### config.mk
export PLATFORM = sky130hd
export DESIGN_NAME = read_path_top
export DESIGN_NICKNAME = d
export VERILOG_FILES = /design/src/read_path_pkg.sv /design/src/read_latency_shifter.sv /design/src/read_valid_selector.sv /design/src/read_capture_fifo.sv /design/src/read_latency_calibrator.sv /design/src/read_path_top.sv
export VERILOG_INCLUDE_DIRS = /design/src
export SDC_FILE = /design/constraint.sdc
export NUM_CORES = 1
export LEC_CHECK = 0
export BUFFER_PORTS_ARGS = -buffer_cell sky130_fd_sc_hd__buf_2
export CAP_MARGIN = 20
export CORE_UTILIZATION = 45
export CTS_CLUSTER_SIZE = 28
export DETAILED_ROUTE_END_ITERATION = 12
export SLEW_MARGIN = 25
export SYNTH_ARGS = -nofsm -noshare
export SYNTH_HDL_FRONTEND = slang
export SYNTH_SLANG_ARGS = --single-unit
### constraint.sdc
create_clock -name pll_afi_clk -period 5 [get_ports pll_afi_clk]
set_clock_uncertainty 0.05 [all_clocks]
set_input_delay 0.25 -clock pll_afi_clk [delete_from_list [all_inputs] [get_ports pll_afi_clk]]
set_output_delay 0.25 -clock pll_afi_clk [all_outputs]
set_load 0.005 [all_outputs]
### src/read_path_settings.svh
//--------------------------------------------------------------------------
// global sizing macros for the DDR2 AFI read valid path: latency count
// width, memory word width, capture FIFO depth and calibration limits
//--------------------------------------------------------------------------
`ifndef READ_PATH_SETTINGS_SVH
`define READ_PATH_SETTINGS_SVH

// width of the latency count, giving 2**LAT_WIDTH shifter taps
`define LAT_WIDTH 4

// width of one word returned by the memory
`define DATA_WIDTH 32

// number of words the capture FIFO can hold
`define FIFO_DEPTH 8

// extra cycles added on top of the measured round trip
`define CAL_MARGIN 1

// cycle limit while waiting for the test word to come back
`define CAL_TIMEOUT 20

`endif

### src/read_path_pkg.sv
//--------------------------------------------------------------------------
// shared types of the read valid path: latency and tap vectors, memory
// word, memory return struct and calibrator state encoding
//--------------------------------------------------------------------------
`include "read_path_settings.svh"

package read_path_pkg;

	// one latency count, selects a single shifter tap
	typedef logic [`LAT_WIDTH-1:0] lat_count_t;

	// one bit per tap, used for both the shifter history and the decoded mask
	typedef logic [(2**`LAT_WIDTH)-1:0] lat_taps_t;

	// a single memory word
	typedef logic [`DATA_WIDTH-1:0] rdata_t;

	// one returned word together with its strobe
	typedef struct packed {
		logic   valid;
		rdata_t data;
	} mem_return_t;

	// calibration sequence, from the test read to the final verdict
	typedef enum logic [2:0] {
		st_idle,
		st_issue,
		st_wait_return,
		st_settle,
		st_done,
		st_fail
	} cal_state_t;

endpackage

### src/read_latency_shifter.sv
//--------------------------------------------------------------------------
// read_latency_shifter: shift register holding a one-hot history of
// read data enable pulses, one tap per cycle of age
//--------------------------------------------------------------------------
`timescale 1ns/1ns

module read_latency_shifter
	import read_path_pkg::*;
(
	input  logic      pll_afi_clk,
	input  logic      reset_n,
	input  logic      rdata_en,
	output lat_taps_t latency_shifter
);

	// number of taps, one per possible latency count
	localparam int TAPS = $bits(lat_taps_t);

	// each enable pulse enters at bit 0 and moves up one tap per cycle,
	// so bit k is set k+1 cycles after the enable was sampled
	// several pulses can travel at once when reads are issued closely
	// the oldest history simply falls off the top tap
	always_ff @(posedge pll_afi_clk or negedge reset_n)
	begin
		if (!reset_n)
		begin
			// no reads outstanding after reset
			latency_shifter <= '0;
		end
		else
		begin
			latency_shifter <= {latency_shifter[TAPS-2:0], rdata_en};
		end
	end

endmodule

### src/read_valid_selector.sv
//--------------------------------------------------------------------------
// read_valid_selector: decodes the latency count to a registered tap mask
// and raises read_enable and read_valid when the selected tap fires
//--------------------------------------------------------------------------
`timescale 1ns/1ns

module read_valid_selector
	import read_path_pkg::*;
(
	input  logic       pll_afi_clk,
	input  logic       reset_n,
	input  lat_taps_t  latency_shifter,
	input  lat_count_t latency_counter,
	output logic       read_enable,
	output logic       read_valid
);

	// one-hot decode of the current count
	lat_taps_t selector;

	// registered copy of the decode, lags the count by one cycle
	lat_taps_t selector_reg;

	// taps that are both selected and carrying a pulse
	lat_taps_t valid_select;

	// plain binary to one-hot decode of the latency count
	always_comb
	begin
		selector = '0;
		selector[latency_counter] = 1'b1;
	end

	// the mask is registered to keep the decoder out of the output path
	always_ff @(posedge pll_afi_clk or negedge reset_n)
	begin
		if (!reset_n)
		begin
			selector_reg <= '0;
		end
		else
		begin
			selector_reg <= selector;
		end
	end

	// only one mask bit is set, so at most one tap can match
	assign valid_select = selector_reg & latency_shifter;

	// both strobes rise one cycle after the selected tap is set
	// read_enable pops the capture FIFO while read_valid flags the same word
	// to the controller, so the two are always equal
	always_ff @(posedge pll_afi_clk or negedge reset_n)
	begin
		if (!reset_n)
		begin
			read_enable <= 1'b0;
			read_valid  <= 1'b0;
		end
		else
		begin
			read_enable <= |valid_select;
			read_valid  <= |valid_select;
		end
	end

endmodule

### src/read_capture_fifo.sv
//--------------------------------------------------------------------------
// read_capture_fifo: show-ahead circular buffer for returned memory words,
// with flush and a sticky underflow flag
//--------------------------------------------------------------------------
`timescale 1ns/1ns
`include "read_path_settings.svh"

module read_capture_fifo
	import read_path_pkg::*;
(
	input  logic        pll_afi_clk,
	input  logic        reset_n,
	input  mem_return_t mem_return,
	input  logic        pop,
	input  logic        flush,
	input  logic        check_underflow,
	output rdata_t      head,
	output logic        empty,
	output logic        rd_underflow
);

	localparam int PTR_W = (`FIFO_DEPTH > 1) ? $clog2(`FIFO_DEPTH) : 1;
	localparam int CNT_W = $clog2(`FIFO_DEPTH + 1);

	// word storage, written only on an accepted push
	rdata_t mem [`FIFO_DEPTH];

	logic [PTR_W-1:0] wr_ptr;
	logic [PTR_W-1:0] rd_ptr;
	logic [CNT_W-1:0] count;

	logic full;
	logic do_push;
	logic do_pop;

	assign empty = (count == '0);
	assign full  = (count == CNT_W'(`FIFO_DEPTH));

	// a pop on an empty buffer is ignored here, the flag below records it
	assign do_pop = pop && !empty;

	// a word that arrives while the buffer is full is dropped,
	// unless the head leaves in the same cycle
	assign do_push = mem_return.valid && (!full || do_pop);

	// show-ahead, the oldest word is always presented
	assign head = mem[rd_ptr];

	always_ff @(posedge pll_afi_clk)
	begin
		if (do_push)
		begin
			mem[wr_ptr] <= mem_return.data;
		end
	end

	// pointers wrap at the configured depth, which need not be a power of two
	always_ff @(posedge pll_afi_clk or negedge reset_n)
	begin
		if (!reset_n)
		begin
			wr_ptr <= '0;
			rd_ptr <= '0;
			count  <= '0;
		end
		else if (flush)
		begin
			// flush wins over any push or pop in the same cycle
			wr_ptr <= '0;
			rd_ptr <= '0;
			count  <= '0;
		end
		else
		begin
			if (do_push)
			begin
				wr_ptr <= (wr_ptr == PTR_W'(`FIFO_DEPTH - 1)) ? '0 : wr_ptr + 1'b1;
			end
			if (do_pop)
			begin
				rd_ptr <= (rd_ptr == PTR_W'(`FIFO_DEPTH - 1)) ? '0 : rd_ptr + 1'b1;
			end
			unique case ({do_push, do_pop})
				2'b10:   count <= count + 1'b1;
				2'b01:   count <= count - 1'b1;
				default: count <= count;
			endcase
		end
	end

	// early pops during calibration are expected, so checking starts only
	// once the latency is known; the flag then stays set until reset
	always_ff @(posedge pll_afi_clk or negedge reset_n)
	begin
		if (!reset_n)
		begin
			rd_underflow <= 1'b0;
		end
		else if (pop && empty && check_underflow)
		begin
			rd_underflow <= 1'b1;
		end
	end

endmodule

### src/read_latency_calibrator.sv
//--------------------------------------------------------------------------
// read_latency_calibrator: FSM that issues one test read after reset,
// measures the round trip and sets the read latency count
//--------------------------------------------------------------------------
`timescale 1ns/1ns
`include "read_path_settings.svh"

module read_latency_calibrator
	import read_path_pkg::*;
(
	input  logic       pll_afi_clk,
	input  logic       reset_n,
	input  logic       fifo_empty,
	output logic       cal_rdata_en,
	output lat_count_t latency_counter,
	output logic       fifo_flush,
	output logic       cal_done,
	output logic       cal_fail
);

	// largest count the selector can use
	localparam int LAT_MAX = (2**`LAT_WIDTH) - 1;

	// wide enough for the timeout plus margin and for LAT_MAX
	localparam int CNT_W = $clog2(`CAL_TIMEOUT + `CAL_MARGIN + LAT_MAX + 2);

	cal_state_t state;

	// start delay in idle, round-trip cycles while waiting
	logic [CNT_W-1:0] cnt;

	// measured round trip plus margin, and the same less the fixed pipeline
	logic [CNT_W-1:0] lat_sum;
	logic [CNT_W-1:0] lat_trim;
	logic             lat_too_big;

	// the fixed two cycles of shifter and selector pipeline come off the
	// measured count, and a short round trip clamps at a count of zero
	always_comb
	begin
		lat_sum     = cnt + CNT_W'(`CAL_MARGIN);
		lat_trim    = (lat_sum < CNT_W'(2)) ? '0 : lat_sum - CNT_W'(2);
		lat_too_big = (lat_trim > CNT_W'(LAT_MAX));
	end

	always_ff @(posedge pll_afi_clk or negedge reset_n)
	begin
		if (!reset_n)
		begin
			state           <= st_idle;
			cnt             <= '0;
			cal_rdata_en    <= 1'b0;
			latency_counter <= '0;
			fifo_flush      <= 1'b0;
			cal_done        <= 1'b0;
			cal_fail        <= 1'b0;
		end
		else
		begin
			unique case (state)
				st_idle:
				begin
					// two cycles out of reset, then the test read goes out
					if (cnt == CNT_W'(1))
					begin
						state        <= st_issue;
						cal_rdata_en <= 1'b1;
						cnt          <= '0;
					end
					else
					begin
						cnt <= cnt + 1'b1;
					end
				end
				st_issue:
				begin
					// single cycle pulse, the count starts on the next cycle
					cal_rdata_en <= 1'b0;
					state        <= st_wait_return;
				end
				st_wait_return:
				begin
					if (!fifo_empty)
					begin
						// the test word is in, cnt now equals the round trip
						if (lat_too_big)
						begin
							cal_fail <= 1'b1;
							state    <= st_fail;
						end
						else
						begin
							latency_counter <= lat_count_t'(lat_trim);
							fifo_flush      <= 1'b1;
							state           <= st_settle;
						end
					end
					else if (cnt == CNT_W'(`CAL_TIMEOUT))
					begin
						// nothing came back in time
						cal_fail <= 1'b1;
						state    <= st_fail;
					end
					else
					begin
						cnt <= cnt + 1'b1;
					end
				end
				st_settle:
				begin
					// test word discarded, report success a cycle later
					fifo_flush <= 1'b0;
					cal_done   <= 1'b1;
					state      <= st_done;
				end
				st_done:
				begin
					// latency held until the next reset
					state <= st_done;
				end
				st_fail:
				begin
					state <= st_fail;
				end
				default:
				begin
					state <= st_idle;
				end
			endcase
		end
	end

endmodule

### src/read_path_top.sv
//--------------------------------------------------------------------------
// read_path_top: AFI read valid path with latency shifter, valid selector,
// capture FIFO and round-trip calibrator
//--------------------------------------------------------------------------
`timescale 1ns/1ns

module read_path_top
	import read_path_pkg::*;
(
	input  logic        pll_afi_clk,
	input  logic        reset_n,
	input  logic        afi_rdata_en,
	input  mem_return_t mem_return,
	output rdata_t      afi_rdata,
	output logic        afi_rdata_valid,
	output logic        cal_done,
	output logic        cal_fail,
	output lat_count_t  read_latency,
	output logic        rd_underflow
);

	// controller and calibration enables share the shifter
	logic       rdata_en;
	logic       cal_rdata_en;
	lat_taps_t  latency_shifter;
	lat_count_t latency_counter;
	logic       read_enable;
	logic       fifo_flush;
	logic       fifo_empty;

	// the controller stays quiet until cal_done, so the OR never merges two
	// real requests
	assign rdata_en = afi_rdata_en | cal_rdata_en;

	assign read_latency = latency_counter;

	read_latency_shifter i_shifter (
		.pll_afi_clk     (pll_afi_clk),
		.reset_n         (reset_n),
		.rdata_en        (rdata_en),
		.latency_shifter (latency_shifter)
	);

	read_valid_selector i_selector (
		.pll_afi_clk     (pll_afi_clk),
		.reset_n         (reset_n),
		.latency_shifter (latency_shifter),
		.latency_counter (latency_counter),
		.read_enable     (read_enable),
		.read_valid      (afi_rdata_valid)
	);

	// underflow is only meaningful once the latency has been calibrated
	read_capture_fifo i_fifo (
		.pll_afi_clk     (pll_afi_clk),
		.reset_n         (reset_n),
		.mem_return      (mem_return),
		.pop             (read_enable),
		.flush           (fifo_flush),
		.check_underflow (cal_done),
		.head            (afi_rdata),
		.empty           (fifo_empty),
		.rd_underflow    (rd_underflow)
	);

	read_latency_calibrator i_calibrator (
		.pll_afi_clk     (pll_afi_clk),
		.reset_n         (reset_n),
		.fifo_empty      (fifo_empty),
		.cal_rdata_en    (cal_rdata_en),
		.latency_counter (latency_counter),
		.fifo_flush      (fifo_flush),
		.cal_done        (cal_done),
		.cal_fail        (cal_fail)
	);

endmodule

==> metrics.txt <==
# TYPE chip_impl_metric gauge
chip_impl_info{name="start_kind",value="flop"} 1
chip_impl_metric{name="worstPathArrival",unit="ns"} 2.78
chip_impl_metric{name="post_route_cells_drive_above_1_share",unit="%"} 33.8
chip_impl_metric{name="ys_async_sr_fraction",unit="%"} 19.2
chip_impl_info{name="worstPathCellList",value="buf_4, mux4_2, mux2_2, buf_2"} 1
chip_impl_metric{name="design.die.area",unit="um2"} 28000
chip_impl_info{name="tritoncts",value="built"} 1
chip_impl_info{name="synth_area_leader_cell",value="edfxtp_1"} 1
chip_impl_metric{name="wire_per_inst",unit="um"} 21.2
chip_impl_metric{name="track_usage",unit="%"} 17.6
chip_impl_metric{name="final-hold-violation-count",unit=""} 0
chip_impl_metric{name="power.static_leakage",unit="nW"} 5.09
chip_impl_metric{name="powerDensity",unit="nW/um2"} 523
chip_impl_metric{name="maxCapViolCount",unit=""} 0
chip_impl_metric{name="synthDistinctLibCells",unit=""} 52
chip_impl_metric{name="max_ffs_per_register",unit=""} 256
chip_impl_metric{name="detailroute.via_count",unit=""} 6109
chip_impl_metric{name="nFillCells",unit=""} 2083
chip_impl_metric{name="nets",unit=""} 797
chip_impl_metric{name="port_buffers",unit=""} 75
chip_impl_metric{name="starting_utilization_of_the_core_area",unit="%"} 45.7
chip_impl_metric{name="postRouteWirelength",unit="um"} 23600
chip_impl_metric{name="synth_adder_area_share",unit="%"} 1.18
chip_impl_metric{name="fp.dieW",unit="um"} 167
chip_impl_metric{name="worst_hold_path.num_cells",unit=""} 5
chip_impl_metric{name="synthDominantCellAreaShare",unit="%"} 62.5
chip_impl_metric{name="regToRegSetupSlack",unit="ns"} 2.23
chip_impl_metric{name="count_of_state_elements_after_synthesis",unit=""} 317
chip_impl_metric{name="synth.avg_cell_area",unit="um2"} 20.1
chip_impl_metric{name="placementRows",unit=""} 60
chip_impl_info{name="critPathKind",value="flop to primary output"} 1
chip_impl_metric{name="fin_total_pwr",unit="W"} 0.00763
chip_impl_metric{name="critical_path_peak_fanout",unit=""} 27
chip_impl_metric{name="router_iterations_before_antenna_repair",unit=""} 6
chip_impl_metric{name="fin_crit",unit="ns"} 3.08
chip_impl_metric{name="muxShareOfSynthArea",unit="%"} 15.7
chip_impl_metric{name="post_synth_inst_count",unit=""} 612
chip_impl_metric{name="n_antenna_cell",unit=""} 0
chip_impl_metric{name="finalCritPeriodShare",unit="%"} 61.5
chip_impl_metric{name="number_of_enable_type_register_cells_in_the_synthesized_netlist",unit=""} 256
chip_impl_metric{name="layout.area.seq",unit="um2"} 9230
chip_impl_metric{name="worstMarginPinSlew",unit="ns"} 0.768
chip_impl_metric{name="synth_seq_area_share",unit="%"} 75.0
chip_impl_info{name="r2r_path_start",value="i_fifo.count[1]"} 1
chip_impl_metric{name="ys_warn_count",unit=""} 0
chip_impl_metric{name="timing.reg2reg.worst_path_depth",unit=""} 9
chip_impl_metric{name="drcViolationCount",unit=""} 0
chip_impl_info{name="worstSetupEndpointType",value="primary output"} 1
chip_impl_metric{name="timing.final.setup_violations",unit=""} 0
chip_impl_metric{name="cts_resized",unit=""} 0
chip_impl_info{name="worstHoldStart",value="mem_return[32]"} 1
chip_impl_info{name="synth_top_cells_by_count",value="edfxtp_1, mux4_2, dfrtp_1"} 1
chip_impl_metric{name="netlist_area",unit="um2"} 12300
chip_impl_metric{name="clock_pin_slew_reported_for_the_worst_setup_and_hold_paths_after_clock_tree_synthesis",unit="ns"} 0.06
chip_impl_metric{name="synth_simple_gate_area_share",unit="%"} 3.55
chip_impl_metric{name="cts.repair_timing.setup_buffer_count",unit=""} 0
chip_impl_info{name="ys_top_cells_by_area",value="edfxtp_1, dfrtp_1, mux4_2"} 1
chip_impl_info{name="rsz_0062_raised_after_global_routing",value="no"} 1
chip_impl_metric{name="grt_pass1_wl",unit="um"} 37300
chip_impl_info{name="outcome",value="finished, final reports clean"} 1
chip_impl_metric{name="synth_xor_xnor_area_share",unit="%"} 0.570
chip_impl_metric{name="route.antenna.remaining_nets",unit=""} 0
chip_impl_metric{name="power.ir.vdd_worst",unit="mV"} 0.291
chip_impl_metric{name="timing.max_slew.rel_slack",unit="%"} 48.8
chip_impl_metric{name="maximum_number_of_pins_on_one_net_before_global_route_repair",unit=""} 62
chip_impl_metric{name="numClockSinks",unit=""} 317
chip_impl_metric{name="gpl.final_weighted_congestion",unit=""} 0.820
chip_impl_metric{name="first_global_vias",unit=""} 6564
chip_impl_metric{name="max_stage_delay",unit="ns"} 0.79
chip_impl_metric{name="clock_latency",unit="ns"} 0.50
chip_impl_metric{name="area.growth.synth_to_final",unit="%"} 18.7
chip_impl_info{name="critical_path.slowest_cell",value="dfrtp_4"} 1
chip_impl_metric{name="routed_via_density",unit=""} 5.49
chip_impl_info{name="min-delay-path-class",value="input port to flop"} 1
chip_impl_info{name="hold_end",value="i_fifo.wr_ptr[2]"} 1
chip_impl_info{name="root_buffer",value="clkbuf_16"} 1
chip_impl_metric{name="grt_overflow_total",unit=""} 0
chip_impl_metric{name="antenna_found_initial",unit=""} 0
chip_impl_info{name="synth.most_common_cell",value="edfxtp_1"} 1
chip_impl_metric{name="final_max_slew_viol_count",unit=""} 0
chip_impl_metric{name="fmax",unit="MHz"} 325
chip_impl_metric{name="ctsHtreeMaxLevel",unit=""} 2
chip_impl_metric{name="syn-num-nets",unit=""} 659
chip_impl_info{name="r2r-end",value="i_fifo.count[3]"} 1
chip_impl_metric{name="drt_iter0_drc",unit=""} 414
chip_impl_metric{name="detailedPlacementHpwl",unit="um"} 13900
chip_impl_metric{name="ioPinCount",unit=""} 76
chip_impl_metric{name="synth-compound-area-share",unit="%"} 2.91
chip_impl_metric{name="timing.setup.tns",unit="ns"} 0
chip_impl_metric{name="timing.critical_path.required",unit="ns"} 4.70
chip_impl_metric{name="ctsLongestPathBuffers",unit=""} 3
chip_impl_metric{name="multiInputGateArea",unit="um2"} 2990
chip_impl_metric{name="core_area",unit="um2"} 26900
chip_impl_metric{name="die_h",unit="um"} 167
chip_impl_metric{name="tritoncts.num_buffers",unit=""} 34
chip_impl_info{name="main_combinational_cell_family_by_area_after_synthesis",value="multiplexers"} 1
chip_impl_info{name="ys.flop_type",value="edfxtp_1"} 1
==> timing repair <==
item                       CTS  global route
hold buffers                34             0
hold endpoints to repair   318             0
setup endpoints to repair    0             0
==> critical path, delay by kind of cell (launching register included) <==
| family | cells | cell delay (ns) |
|---|---|---|
| flip-flops | 1 | 0.79 |
| multiplexers | 2 | 0.85 |
| buffers and inverters | 2 | 0.61 |
==> stage by stage <==
stage / area, um2 / hold WS [ns] / util, % / worst slack, ns / instances
finish: 14600 / 0.228 / 54.3 / 1.92 / 1113
global route: 14600 / 0.254 / 54.3 / 1.71 / 1113
CTS: 14600 / 0.206 / 54.3 / 1.80 / 1113
detailed placement: 13200 / 0.312 / 49.0 / 2.24 / 1021
global placement: 13200 / 0.315 / 49.0 / 2.30 / 1021
floorplan: 12300 / -0.0956 / - / 0.682 / 612
==> final cells by class <==
type	instances	area share [%]
sequential	317	63.2
multi-input combinational	262	20.5
clock buffer	44	6.73
timing repair buffer	127	5.83
tap	341	2.93
clock inverter	14	0.592
inverter	8	0.206
==> how the worst max path moves through the flow <==
stage | startpoint | endpoint | depth (start not counted)
2_1_floorplan | i_selector.read_enable | i_fifo.mem[0][0] | 3
3_3_place_gp | i_fifo.count[1] | i_fifo.count[3] | 9
3_5_place_dp | i_fifo.count[1] | i_fifo.count[3] | 9
4_1_cts | i_fifo.rd_ptr[0] | afi_rdata[25] | 4
5_1_grt | i_fifo.rd_ptr[0] | afi_rdata[25] | 4
6_report | i_fifo.rd_ptr[0] | afi_rdata[29] | 4
==> metal layers <==
layer | track usage (%) | wire [um]
met1 | 22.5 | 10100
met2 | 30.4 | 12100
met3 | 3.73 | 1090
met4 | 4.75 | 377
met5 | 0 | 0
==> where the power goes <==
part           switching, W  internal [W]
Clock              0.000939       0.00143
Combinational      0.000863      0.000883
Sequential         0.000304       0.00321
Total               0.00211       0.00552
==> cells by family after synthesis <==
| kind of cell | Yosys count |
|---|---|
| flip-flops | 317 |
| adder cells (fa/ha/maj) | 11 |
| buffers and inverters | 33 |
| AO/OA/AOI/OAI | 46 |
| XOR/XNOR | 8 |
| multiplexers | 105 |
| AND/OR/NAND/NOR | 92 |
==> cells in the final DEF (no fill, tap or decap), drive strengths merged, types with 3 or more instances in the layout <==
master and n:
edfxtp 256, buf 93, mux4 64, dfrtp 61, clkbuf 44, mux2 38, dlygate4sd3 34, nor2 31
nand2 17, nor3 15, clkinv 13, a21oi 10, ha 10, inv 8, nand2b 8, a22o 8
nand3 7, xnor2 6, o21ai 6, nor4 5, a221oi 4, a21o 3, mux2i 3
No activity file was read; power rests on OpenSTA's default activity.
